## config.mk

```make
export PLATFORM = sky130hd
export DESIGN_NAME = uart_tx
export DESIGN_NICKNAME = d
export VERILOG_FILES = /design/src/source/tdc_link_pkg.sv /design/src/source/uart_tx.sv
export SDC_FILE = /design/constraint.sdc
export NUM_CORES = 1
export LEC_CHECK = 0
export ABC_CLOCK_PERIOD_IN_PS = 2800
export BUFFER_PORTS_ARGS = -buffer_cell sky130_fd_sc_hd__buf_2
export CAP_MARGIN = 0
export CELL_PAD_IN_SITES_DETAIL_PLACEMENT = 1
export CELL_PAD_IN_SITES_GLOBAL_PLACEMENT = 2
export CORE_MARGIN = 4
export CORE_UTILIZATION = 29
export CTS_CLUSTER_DIAMETER = 100
export DETAILED_ROUTE_END_ITERATION = 7
export HOLD_SLACK_MARGIN = 0.1
export PLACE_DENSITY_LB_ADDON = 0.1
export SYNTH_ARGS = -nofsm -noshare
export SYNTH_HDL_FRONTEND = slang
export SYNTH_SLANG_ARGS = --single-unit
```

## constraint.sdc

```tcl
create_clock -name clk -period 2.8 [get_ports clk]
set_input_delay 0.42 -clock clk [delete_from_list [all_inputs] [get_ports clk]]
set_output_delay 0.42 -clock clk [all_outputs]
set_load 0.005 [all_outputs]
```

## src/source/tdc_link_pkg.sv

```systemverilog
`default_nettype none

package tdc_link_pkg;

    // channel count and per-channel masks
    localparam int num_channels = 6;
    typedef logic [num_channels-1:0] chan_mask_t;

    // tdc hit payload, channel 1 in the lowest slice of the bus
    localparam int payload_bits = 32;
    typedef logic [payload_bits-1:0] payload_t;
    typedef logic [num_channels*payload_bits-1:0] hit_bus_t;

    // 16-bit words of a record
    typedef logic [15:0] chan_tag_t;
    typedef logic [15:0] marker_t;

    // hit: payload over tag; marker: code, code, tag
    typedef logic [47:0] record_t;

    // mems scan marker codes
    localparam marker_t line_code  = 16'h000D;
    localparam marker_t frame_code = 16'h000E;

    // record queue geometry
    localparam int fifo_addr_bits = 10;
    localparam int fifo_depth     = 1 << fifo_addr_bits;
    typedef logic [fifo_addr_bits-1:0] fifo_addr_t;
    typedef logic [fifo_addr_bits:0]   fifo_count_t;

    // serial line, bit period is small for simulation
    localparam int clks_per_bit     = 8;
    localparam int bytes_per_record = 6;
    localparam int bits_per_frame   = 10;
    localparam int bits_per_record  = bytes_per_record * bits_per_frame;
    typedef logic [7:0] byte_t;

    // counter widths inside the transmitter
    localparam int baud_bits = (clks_per_bit > 1) ? $clog2(clks_per_bit) : 1;
    typedef logic [baud_bits-1:0]                 baud_cnt_t;
    typedef logic [$clog2(bits_per_record)-1:0]   bit_pos_t;
    typedef logic [$clog2(bits_per_frame)-1:0]    slot_t;

endpackage

`default_nettype wire

```

## src/source/uart_tx.sv

```systemverilog
`timescale 1ns/1ps
`default_nettype none

module uart_tx
    import tdc_link_pkg::*;
(
    input  logic    clk,
    input  logic    rst,
    input  record_t head_record,
    input  logic    head_valid,
    output logic    take,
    output logic    tx,
    output logic    tx_busy
);

    // bytes still to go, lowest byte next
    record_t   rec_q;
    // byte on the line, shifted out lsb first
    byte_t     cur_byte;

    baud_cnt_t baud_cnt;
    bit_pos_t  bit_cnt;
    slot_t     slot;
    slot_t     next_slot;
    logic      baud_tick;
    logic      last_bit;
    logic      next_tx;

    // pop the head as soon as the line is free
    assign take = head_valid && !tx_busy;

    assign baud_tick = (baud_cnt == baud_cnt_t'(clks_per_bit - 1));
    assign last_bit  = (bit_cnt == bit_pos_t'(bits_per_record - 1));

    // position inside the 10-bit frame after the current one
    assign next_slot = (slot == slot_t'(bits_per_frame - 1)) ? '0 : slot + 1'b1;

    // slot 0 start, slot 9 stop, data in between
    always_comb begin
        if (next_slot == '0) begin
            next_tx = 1'b0;
        end else if (next_slot == slot_t'(bits_per_frame - 1)) begin
            next_tx = 1'b1;
        end else begin
            next_tx = cur_byte[0];
        end
    end

    // line control and counters
    always_ff @(posedge clk) begin
        if (rst) begin
            tx_busy  <= 1'b0;
            tx       <= 1'b1;
            baud_cnt <= '0;
            bit_cnt  <= '0;
            slot     <= '0;
        end else if (take) begin
            // start bit of byte 0 goes out next cycle
            tx_busy  <= 1'b1;
            tx       <= 1'b0;
            baud_cnt <= '0;
            bit_cnt  <= '0;
            slot     <= '0;
        end else if (tx_busy) begin
            if (!baud_tick) begin
                baud_cnt <= baud_cnt + 1'b1;
            end else begin
                baud_cnt <= '0;
                if (last_bit) begin
                    // final stop bit done, back to idle high
                    tx_busy <= 1'b0;
                    tx      <= 1'b1;
                end else begin
                    bit_cnt <= bit_cnt + 1'b1;
                    slot    <= next_slot;
                    tx      <= next_tx;
                end
            end
        end
    end

    // data shifters
    always_ff @(posedge clk) begin
        if (take) begin
            cur_byte <= byte_t'(head_record);
            rec_q    <= record_t'(head_record >> 8);
        end else if (tx_busy && baud_tick && !last_bit) begin
            if (next_slot == '0) begin
                // next byte, bytes go back to back
                cur_byte <= byte_t'(rec_q);
                rec_q    <= record_t'(rec_q >> 8);
            end else if (next_slot != slot_t'(bits_per_frame - 1)) begin
                cur_byte <= byte_t'(cur_byte >> 1);
            end
        end
    end

endmodule

`default_nettype wire

```

==> metrics.txt <==
status=finished clean; fillcell total=1030; Synth-to-Final Area Change=22.4%; Peak VDD IR=approximately 0.23 mV; PD cells=613 nW/um2; CTS resizes=0; worst stage delay on the critical path=approximately 0.35 ns; library cells used by synthesis=38; slowest cell on the critical path=dfxtp_1; WL per Instance=14.1 um; max-cap violations=0; IO Pins=54; CTS tree=built; Static Leak=0.00125 uW; fmax=approximately 490 MHz; RD Place Congestion=0.678; setup tns final=0 ns; post-layout min period=2.03 ns; RSZ-0062 raised after global routing=no; total number of vias=1717; Clock Skew=0.0111 ns; die area=11400 um2; fraction of layout cells with a size suffix above 1=0.414; first-pass GRT wire length=approximately 9100 um; Post-Syn Instances=205; Max Root-Sink Buffers=2; Ys Warns=0; CTS buffer count=9; Mean Syn Cell Area=about 14 um2; vias per cell=4.35; top-area cell type share of the netlist area=0.511; CP max FO=40; nets=~320; H-tree depth=3; Area contributors post-synth=edfxtp_1 (51%), mux2_2 (13%), dfxtp_1 (11%); post-synthesis sequential area ratio=0.617; Final Max Slew Viols=0; Worst Path Required=2.81 ns; gr usage total=0.104; flop-to-flop setup slack=just under 0.8 ns; placed cells=379; Die Span Y=107 um; row count=35; Detail Placement HPWL=3840 um; postcts setup bufs=0; core box area=about 9400 um2; max_slew headroom=0.607; WL final=5570 um; Final Cycle Share=0.726; Ant. Diodes=0; vias in the first global route=1819; Port Buffers=53; initial core utilization=0.301; initial antenna violation count=1; DR iter-0 viols=40; Synth Cell Area=2820 um2; Overflow after GRT=0; chip width=roughly 110 um; worst hold path class=in -> reg; Pre-antenna DRT Iters=4; synthesized flop and latch total=63; clock latency on the worst-skew pair=0.33 ns; crit path cell chain=ha_1, ha_1, and2_1, a21boi_4, a21o_2, buf_12; Synth area leader=edfxtp_1; Antenna Nets Post-Route=0; setup violators final=0; most used cell, CP=ha_1; Clk Tree Root Cell=clkbuf_8; TritonCTS Sinks=between 60 and 70; crit path capture type=flip-flop; Critical Path AT=~2 ns; largest net degree at the start of global routing=41; CTS clk-pin slew, worst paths=0.07 ns; final hold vios=0; # DRC=0; Post-Syn Nets=259; worst-margin pin slew=0.590 ns; crit path kind=reg -> reg; Startpoint Class=flip-flop; Final Non-Filler Cells=395; hold-fix buffer count after cts=0
kinds of logic after synthesis:
| group | share of synthesized area |
|---|---|
| xor gates and xnor gates | 0.0186 |
| AOI/OAI and AO/OA | 0.0590 |
| DFF | 0.617 |
| buffers and inverters | 0.0324 |
| muxes | 0.170 |
| and+or+nand+nor | 0.0891 |
| adders and majority gates | 0.0133 |
synth_stat cells:
library cell and count:
and2_1 9, o21ai_1 6, nor2b_1 3, a21oi_1 4, mux2_2 32, xor2_1 2, a211oi_2 1, edfxtp_1 48
nor2_1 11, a21boi_4 1, xnor2_1 4, o21ai_0 4, nor3_2 1, nand2_1 13, nand4b_1 1, a211o_1 1
o21ai_2 1, clkbuf_1 1, nand4_1 1, a21oi_2 1, nor3_1 3, o311ai_0 1, or3_1 1, nor2_2 1
buf_4 2, buf_2 7, and4b_1 1, or2_1 1, ha_1 3, dfxtp_1 15, a31oi_1 1, a311oi_1 1
inv_1 4, nand3_1 2, nor3b_1 1, mux2i_1 12, a21o_1 2, buf_6 2
path summary, 6_finish.rpt:
kind | startpoint | endpoint | cells after the start
worst max-delay path | baud_cnt[0] | rec_q[13] | 6
worst min-delay path | rst | tx_busy | 2
worst max register to register | baud_cnt[0] | rec_q[13] | 6
worst min register to register | baud_cnt[1] | baud_cnt[1] | 2
stage by stage:
stage	total power, uW	worst slack, ns	hold slack [ns]	instance area [um2]	util
after detailed placement	1280	0.753	0.495	3240	0.345
after floorplan	1210	0.374	0.465	2820	-
after global routing	2220	0.580	0.263	3450	0.368
final	2110	0.768	0.286	3450	0.368
after CTS	2150	0.745	0.260	3450	0.368
after global placement	1280	0.817	0.486	3240	0.345
cell type report:
cell class              count  area (um2)  share of cell area
clock inverters             3        67.6              0.0196
multi-input cells         126         997               0.289
well taps                 129         161              0.0468
clock buffers              13         149              0.0431
repair buffers             57         320              0.0928
flip-flops and latches     63        1740               0.505
inverters                   4        15.0             0.00435
cell usage in the layout, fill, tap and decap left out, types with 2 or more instances in the layout:
cell,Yosys,final
buf_2,7,53
buf_4,2,2
and2_1,9,9
nand3_1,2,2
bufinv_16,0,2
buf_12,0,2
xor2_1,2,2
ha_1,3,3
clkbuf_8,0,10
nor2_1,11,11
dfxtp_1,15,15
o21ai_1,6,6
mux2_2,32,32
inv_1,4,4
edfxtp_1,48,48
mux2i_1,12,12
nand2_1,13,13
a21oi_1,4,4
nor3_1,3,3
clkbuf_1,1,3
o21ai_0,4,4
xnor2_1,4,4
nor2b_1,3,2
metal layers:
metal | wire length (um) | track usage | share of wire
met3 | 399 | 0.0548 | 0.072
met5 | 7 | 0 | 0.0013
met4 | 64 | 0.0301 | 0.011
met2 | 2480 | 0.154 | 0.45
met1 | 2610 | 0.133 | 0.47
registers in the layout (all words and copies together) (netlist names):
| register | count |
|---|---|
| bit_cnt | 6 |
| slot | 4 |
| baud_cnt | 3 |
| tx | 1 |
| cur_byte | 8 |
| tx_busy | 1 |
| rec_q | 40 |
critical path, delay by kind of cell, from the launching register on:
family                   cells  cell delay, ns
AO/OA/AOI/OAI                2            0.49
adder cells (fa/ha/maj)      2            0.37
flip-flops                   1            0.35
AND/OR/NAND/NOR              1            0.25
buffers and inverters        1            0.22
power breakdown:
group | leakage [uW] | switching (uW) | internal (uW)
Sequential | 0.000584 | 16.2 | 1070
Clock | 0.000104 | 329 | 527
Combinational | 0.000563 | 77.9 | 92.7
Total | 0.00125 | 423 | 1690
(Power assumes the default switching activity.)
