--- src/source/tdc_link_pkg.sv ---
`default_nettype none

package tdc_link_pkg;

    // channel count and per-channel masks
    localparam int num_channels = 6;
    typedef logic [num_channels-1:0] chan_mask_t;

    // tdc hit payload, channel 1 in the lowest slice of the bus
    localparam int payload_bits = 32;
    typedef logic [payload_bits-1:0] payload_t;
    typedef logic [num_channels*payload_bits-1:0] hit_bus_t;

    // 16-bit words of a record
    typedef logic [15:0] chan_tag_t;
    typedef logic [15:0] marker_t;

    // hit: payload over tag; marker: code, code, tag
    typedef logic [47:0] record_t;

    // mems scan marker codes
    localparam marker_t line_code  = 16'h000D;
    localparam marker_t frame_code = 16'h000E;

    // record queue geometry
    localparam int fifo_addr_bits = 10;
    localparam int fifo_depth     = 1 << fifo_addr_bits;
    typedef logic [fifo_addr_bits-1:0] fifo_addr_t;
    typedef logic [fifo_addr_bits:0]   fifo_count_t;

    // serial line, bit period is small for simulation
    localparam int clks_per_bit     = 8;
    localparam int bytes_per_record = 6;
    localparam int bits_per_frame   = 10;
    localparam int bits_per_record  = bytes_per_record * bits_per_frame;
    typedef logic [7:0] byte_t;

    // counter widths inside the transmitter
    localparam int baud_bits = (clks_per_bit > 1) ? $clog2(clks_per_bit) : 1;
    typedef logic [baud_bits-1:0]                 baud_cnt_t;
    typedef logic [$clog2(bits_per_record)-1:0]   bit_pos_t;
    typedef logic [$clog2(bits_per_frame)-1:0]    slot_t;

endpackage

`default_nettype wire

--- src/source/record_arbiter.sv ---
`timescale 1ns/1ps
`default_nettype none

module record_arbiter
    import tdc_link_pkg::*;
(
    input  logic       clk,
    input  logic       rst,
    input  chan_mask_t hit_req,
    input  chan_mask_t line_req,
    input  chan_mask_t frame_req,
    input  hit_bus_t   hit_data,
    input  logic       nearly_full,
    output chan_mask_t hit_done,
    output chan_mask_t line_done,
    output chan_mask_t frame_done,
    output logic       wr_en,
    output record_t    wr_record
);

    // one-hot winner among all 18 requests, before back-pressure
    chan_mask_t hit_grant;
    chan_mask_t line_grant;
    chan_mask_t frame_grant;
    logic       any_grant;
    record_t    next_record;

    // channel tag for a zero-based index
    function automatic chan_tag_t tag_of(input int idx);
        tag_of = chan_tag_t'(idx + 1);
    endfunction

    always_comb begin
        hit_grant   = '0;
        line_grant  = '0;
        frame_grant = '0;
        any_grant   = 1'b0;
        next_record = '0;

        // hits win over every marker, lowest channel first
        for (int i = 0; i < num_channels; i++) begin
            if (!any_grant && hit_req[i]) begin
                any_grant    = 1'b1;
                hit_grant[i] = 1'b1;
                next_record  = {hit_data[i*payload_bits +: payload_bits], tag_of(i)};
            end
        end

        // markers, walked per channel
        // line ahead of frame on the same channel
        for (int i = 0; i < num_channels; i++) begin
            if (!any_grant && line_req[i]) begin
                any_grant     = 1'b1;
                line_grant[i] = 1'b1;
                next_record   = {line_code, line_code, tag_of(i)};
            end
            if (!any_grant && frame_req[i]) begin
                any_grant      = 1'b1;
                frame_grant[i] = 1'b1;
                next_record    = {frame_code, frame_code, tag_of(i)};
            end
        end
    end

    // done pulses in the grant cycle
    // held off while the queue has one slot or less
    assign hit_done   = nearly_full ? '0 : hit_grant;
    assign line_done  = nearly_full ? '0 : line_grant;
    assign frame_done = nearly_full ? '0 : frame_grant;

    // write strobe one cycle after the done
    always_ff @(posedge clk) begin
        if (rst) begin
            wr_en <= 1'b0;
        end else begin
            wr_en <= any_grant && !nearly_full;
        end
    end

    // record register, only loaded on a grant
    always_ff @(posedge clk) begin
        if (any_grant && !nearly_full) begin
            wr_record <= next_record;
        end
    end

endmodule

`default_nettype wire

--- config.mk ---
export PLATFORM = sky130hd
export DESIGN_NAME = record_arbiter
export DESIGN_NICKNAME = d
export VERILOG_FILES = /design/src/source/tdc_link_pkg.sv /design/src/source/record_arbiter.sv
export SDC_FILE = /design/constraint.sdc
export NUM_CORES = 1
export LEC_CHECK = 0
export ABC_AREA = 1
export ABC_CLOCK_PERIOD_IN_PS = 5500
export BUFFER_PORTS_ARGS = -buffer_cell sky130_fd_sc_hd__buf_2
export CAP_MARGIN = 20
export CORE_AREA = 2 2 108 110
export DETAILED_ROUTE_END_ITERATION = 16
export DIE_AREA = 0 0 110 112
export GPL_TIMING_DRIVEN = 0
export PLACE_DENSITY = 0.73
export SYNTH_ARGS = -nofsm -noshare
export SYNTH_HDL_FRONTEND = slang
export SYNTH_SLANG_ARGS = --single-unit
--- constraint.sdc ---
create_clock -name clk -period 5.5 [get_ports clk]
set_input_delay 0.825 -clock clk [delete_from_list [all_inputs] [get_ports clk]]
set_output_delay 0.825 -clock clk [all_outputs]
set_load 0.01 [all_outputs]
==> results.txt, run 1 <==
Psw -> 0.2353 mW
Post-Syn Instances -> 399
hold_buf cts -> 0
wire per inst -> 14.72 µm
Post-Place Setup Slack -> 2.298 ns
Synth cell types -> 27
clock sink total -> 36
die area -> 12320 µm²
antenna violations before repair -> 0
via count -> 3815
Adder-Cell Fraction of Synth Area -> 0%
Seq pwr share -> 40.0%
PostCTS Resize Cnt -> 0
share of cells above drive strength 1 -> 43.71%
PortBufs -> 264
CP max FO -> 8
row cnt -> 39
Max Buffers Root-to-Sink -> 2
Die W -> 110 µm
minimum clock period -> 3.207 ns
post-synthesis compound-gate area fraction -> 13.79%
fin crit share -> 58.31%
critical path launch point type -> primary input
clock network fraction of total power -> 31.9%
number of max-cap violations -> 0
Yosys warnings -> 0
sequential fraction of the synthesis area -> 37.36%
status -> finished clean
fmax -> 0.3118 GHz
Yosys top cell area share -> 36.67%
hold depth -> 2
CTS tree -> built
Final Hold Fails -> 0
met2 GRT Util -> 33.17%
Gate power share -> 28.1%
synth cell count leaders -> nand2_1 (151), nand3_1 (38), edfxtp_1 (35), nor2_1 (35)
hold_sp -> rst
P_leak -> 2.455 nW
sw frac -> 27.62%
I/O pins -> 280
Global Route Usage Sum -> 18.97%
Post-CTS Setup Bufs -> 0
Iter 0 DRT Violations -> 230
DR vias/cell -> 4.613
register bit count reported by yosys -> 36
Max-Slew Margin vs Limit -> 51.23%
drt pass-1 iters -> 4
Slew Limit Fails -> 0
via count of the first global-routing pass -> 3628
cell with the most instances after synthesis -> nand2_1
ANT nets after route -> 0
grt met3 use -> 2.986%
Power Density -> 186.1 nW/µm²
Slew @ Worst Pin -> 0.7315 ns
Post-synth EDFFs -> 35
Die Y -> 112 µm
Inst Count DP -> 819
worst IR drop on VDD -> 0.1141 mV
WHS Endpoint -> wr_en$_SDFF_PP0_
CP required -> 4.68 ns
Sum Neg Setup Slack -> 0 ns
M1 GR Usage -> 24.02%
HP Class -> in2reg
cell-internal power -> 0.6166 mW
maximum number of pins on one net before global-route repair -> 33
Async SR Flop Fraction -> 0%
area grow syn2layout -> 59.67%
post-synthesis mux area share -> 0%
Initial Utilization -> 25.65%
XOR/XNOR share of the synthesized area -> 0%
Post-Layout Cell Count -> 827
Post-synth top flop -> edfxtp_1
RSZ-0062 raised after global routing -> false
Synth Area per Inst -> 7.184 µm²
first-pass GRT wire length -> 17930 µm
H-tree depth -> 2
Register Area -> 1071 µm²
final wirelength -> 12180 µm
Post-DP HPWL -> 9962 µm
global route overflow -> 0
Top Usage Layer GRT -> met2
CTS root buffer -> clkbuf_16
Final setup viols -> 0
CTS buffer count -> 5
largest family of logic cells by synthesized area -> simple AND/OR/NAND/NOR gates
Final Wtd Congestion -> 0.9208
Core ar. -> 11170 µm²
antenna cells -> 0
CP Capture Type -> output port
Setup CP Type -> in2out
post-synthesis simple-gate area fraction -> 38.32%
Clock transition at path regs -> 0.05 ns
Final Util -> 40.96%
final worst slack -> 2.293 ns
synth top area cells -> edfxtp_1 (37%), nand2_1 (20%), a221oi_1 (8.6%)
critical path arrival -> 2.38 ns
Fill cells -> 1228
DR DRC count -> 0
Total Nets Final -> 896
footprint of the multi-input gates -> 1550 µm²
Synth area leader -> edfxtp_1
mapped cell area -> 2866 µm²
==> routing by layer <==
metal | share of wire [%] | wire (µm)
met5 | 0 | 0
met1 | 41 | 4987
met3 | 7.5 | 912
met4 | 1.1 | 130
met2 | 50 | 6145
==> metrics by stage <==
stage	area, µm²	power, mW	hold WS (ns)
floorplan	2912	0.4522	0.9018
global placement	4412	0.5811	1.002
detailed placement	4439	0.5857	1.006
CTS	4577	0.8622	0.7180
global route	4577	0.9041	0.7213
finish	4577	0.8519	0.7218
==> how the worst max path moves through the flow <==
stage                     startpoint                          end  slack [ns]  cells after the start
final                     hit_req[0]                 line_done[5]        2.29                     11
after global routing      hit_req[0]                 line_done[5]        2.11                     11
after CTS                 hit_req[0]                 line_done[5]        2.29                     11
after detailed placement  hit_req[0]                 line_done[5]        2.30                     11
after global placement    hit_req[3]  wr_record[25]$_SDFFCE_PP0P_        1.26                     11
after floorplan           hit_req[0]   wr_record[0]$_SDFFCE_PP0P_        2.13                     11
==> critical path: stages <==
cell,delay [ns]
buf_6,0.12
nor2_4,0.14
nand4_4,0.10
nor2_4,0.14
nand4_2,0.13
nor2_4,0.16
nand4_4,0.11
nor2_1,0.16
nand4_1,0.21
nor2_1,0.14
buf_2,0.14
==> power groups by stage <==
stage                     logic, mW  registers (mW)  clock network, mW
after floorplan              0.0884           0.364                  0
after global placement        0.235           0.346                  0
after detailed placement      0.239           0.347                  0
after CTS                     0.240           0.341              0.281
after global routing          0.265           0.344              0.295
final                         0.239           0.341              0.272
==> cell type report <==
class | count | share of cell area (%)
Tap cell | 143 | 3.909
Buffer | 34 | 4.128
Multi-Input combinational cell | 312 | 33.87
Inverter | 29 | 2.378
Sequential cell | 36 | 23.40
Timing Repair Buffer | 265 | 29.31
Clock inverter | 1 | 0.1093
Clock buffer | 7 | 2.898
==> cells by family (layout without fill, tap and decap cells) <==
family / Yosys count / after routing
AOI/OAI and AO/OA: 51 / 51
buffers and inverters: 63 / 336
DFF: 36 / 36
other: 1 / 13
and+or+nand+nor: 248 / 248
==> flip-flops by register name, summed over array words and instances, names as in the netlist <==
signal and cells:
wr_record 35, wr_en 1
==> cells in the final DEF (no fill, tap or decap), types with 5 or more instances in the layout <==
cell,netlist,final
clkbuf_16,0,5
a22o_1,7,7
a221oi_1,28,28
clkbuf_1,16,18
nand4_1,5,5
nand2_1,151,151
buf_2,4,268
a21oi_1,9,9
inv_1,28,28
nand3_1,38,38
edfxtp_1,35,35
buf_4,13,13
conb_1,1,13
nor2_1,35,34
nor3_1,9,9
Note: power is estimated with default switching activity, not from simulation.
==> run 2: changes to the inputs <==
--- a/config.mk
+++ b/config.mk
@@ -6,14 +6,15 @@
 export NUM_CORES = 1
 export LEC_CHECK = 0
 export ABC_AREA = 1
-export ABC_CLOCK_PERIOD_IN_PS = 5500
+export ABC_CLOCK_PERIOD_IN_PS = 2930
 export BUFFER_PORTS_ARGS = -buffer_cell sky130_fd_sc_hd__buf_2
 export CAP_MARGIN = 20
-export CORE_AREA = 2 2 108 110
+export CORE_ASPECT_RATIO = 0.5
+export CORE_MARGIN = 2
+export CORE_UTILIZATION = 33
 export DETAILED_ROUTE_END_ITERATION = 16
-export DIE_AREA = 0 0 110 112
 export GPL_TIMING_DRIVEN = 0
-export PLACE_DENSITY = 0.73
+export PLACE_DENSITY = 0.89
 export SYNTH_ARGS = -nofsm -noshare
 export SYNTH_HDL_FRONTEND = slang
 export SYNTH_SLANG_ARGS = --single-unit
==> constraint.sdc (replaced) <==
create_clock -name clk -period 2.93 [get_ports clk]
set_input_delay 0.4395 -clock clk [delete_from_list [all_inputs] [get_ports clk]]
set_output_delay 0.4395 -clock clk [all_outputs]
set_load 0.01 [all_outputs]
==> results.txt, run 2 (same netlist as run 1, synthesis figures left out) <==
final worst slack -> 0.4640 ns
Total Nets Final -> 896
WHS Endpoint -> wr_en$_SDFF_PP0_
Global Route Usage Sum -> 26.48%
antenna cells -> 0
via count -> 4023
Iter 0 DRT Violations -> 472
CP required -> 2.49 ns
row cnt -> 23
hold_buf cts -> 0
HP Class -> in2reg
antenna violations before repair -> 0
clock sink total -> 36
fin crit share -> 84.16%
Core ar. -> 8202 µm²
CTS buffer count -> 5
P_leak -> 2.471 nW
Slew Limit Fails -> 0
Post-DP HPWL -> 10690 µm
Sum Neg Setup Slack -> 0 ns
PortBufs -> 264
DR DRC count -> 0
design area -> 4572 µm²
ANT nets after route -> 0
Post-CTS Setup Bufs -> 0
CP Capture Type -> output port
worst IR drop on VDD -> 0.2937 mV
Register Area -> 1071 µm²
Die W -> 135.8 µm
fmax -> 0.4055 GHz
Critical path buffers and inverters -> 2
kind of cell adding the most delay to the critical path -> simple AND/OR/NAND/NOR gates
hold_sp -> rst
die area -> 9493 µm²
Final setup viols -> 0
dpl cell area -> 4408 µm²
Post-Place Setup Slack -> 0.4373 ns
first-pass GRT wire length -> 19410 µm
number of flip-flops in the largest register -> 35
critical path launch point type -> primary input
Clock transition at path regs -> 0.06 ns
drt pass-1 iters -> 5
Max-Slew Margin vs Limit -> 53.28%
H-tree depth -> 2
Setup CP Type -> in2out
Slew @ Worst Pin -> 0.6955 ns
worst path cell trace -> buf_6 > nor2_4 > nand4_4 > nor2_4 > nand4_2 > nor2_4 > nand4_4 > nor2_1 > nand4_1 > nor2_1 > buf_2
area grow syn2layout -> 59.49%
hold slack -> 0.3166 ns
Power Density -> 371.7 nW/µm²
Die Y -> 69.91 µm
minimum clock period -> 2.466 ns
global route overflow -> 0
CTS root buffer -> clkbuf_16
Final Wtd Congestion -> 1.005
CTS tree -> built
Worst path max stage delay -> 0.21 ns
Final Hold Fails -> 0
final wirelength -> 12950 µm
footprint of the multi-input gates -> 1550 µm²
Most Frequent Cell on Critical Path -> nor2_4
Most flops, register -> wr_record
Slowest cell on crit path -> nand4_1
PostCTS Resize Cnt -> 0
wire per inst -> 16.27 µm
Max Buffers Root-to-Sink -> 2
share of cells above drive strength 1 -> 43.86%
status -> finished clean
Top Registers -> wr_record x35, wr_en x1
DR vias/cell -> 5.054
RSZ-0062 raised after global routing -> false
number of max-cap violations -> 0
critical path arrival -> 2.03 ns
maximum number of pins on one net before global-route repair -> 25
commonest non-fill, non-tap cell in the layout -> buf_2
hold depth -> 2
via count of the first global-routing pass -> 3781
commonest non-fill, non-tap cells in the layout -> buf_2 (268), nand2_1 (151), nand3_1 (38)
CP max FO -> 8
I/O pins -> 280
Fill cells -> 817
Initial Utilization -> 34.95%
-- run 2: how the worst max path moves through the flow --
stage / to / start / cells past startpoint
floorplan: wr_record[0]$_SDFFCE_PP0P_ / hit_req[0] / 11
global placement: wr_record[29]$_SDFFCE_PP0P_ / hit_req[2] / 11
detailed placement: wr_record[29]$_SDFFCE_PP0P_ / hit_req[0] / 12
CTS: line_done[5] / hit_req[0] / 11
global route: line_done[5] / hit_req[0] / 11
finish: line_done[5] / hit_req[0] / 11
-- run 2: per-stage QoR --
step                      util [%]  std cells  total power [mW]
final                        55.74        796             1.699
after CTS                    55.74        796             1.703
after detailed placement     53.75        788             1.101
after global routing         55.74        796             1.778
after floorplan                  -        411            0.8486
after global placement       53.35        787             1.089
-- run 2: final cells by class --
class | instances | area share (%)
clock inverters | 2 | 0.7663
multi-input cells | 312 | 33.91
repair buffers | 265 | 29.50
inverters | 29 | 2.381
plain buffers | 34 | 4.132
well taps | 112 | 3.065
flip-flops and latches | 36 | 23.43
clock buffers | 6 | 2.819
-- run 2: routing by layer --
metal | up-vias | wire length (µm) | global-route usage [%] | share of wire (%)
met5 | - | 0 | 0 | 0
met4 | 0 | 344 | 8.333 | 2.7
met3 | 32 | 1130 | 6.826 | 8.7
met2 | 237 | 6384 | 44.44 | 49
met1 | 1838 | 5092 | 33.42 | 39
li1 | 1916 | - | - | -
-- run 2: where the power goes --
group,switching (mW),total (mW),leakage [nW],internal [mW]
clock network,0.203,0.603,0.0808,0.400
logic,0.241,0.457,2.04,0.216
registers,0.0109,0.640,0.349,0.629
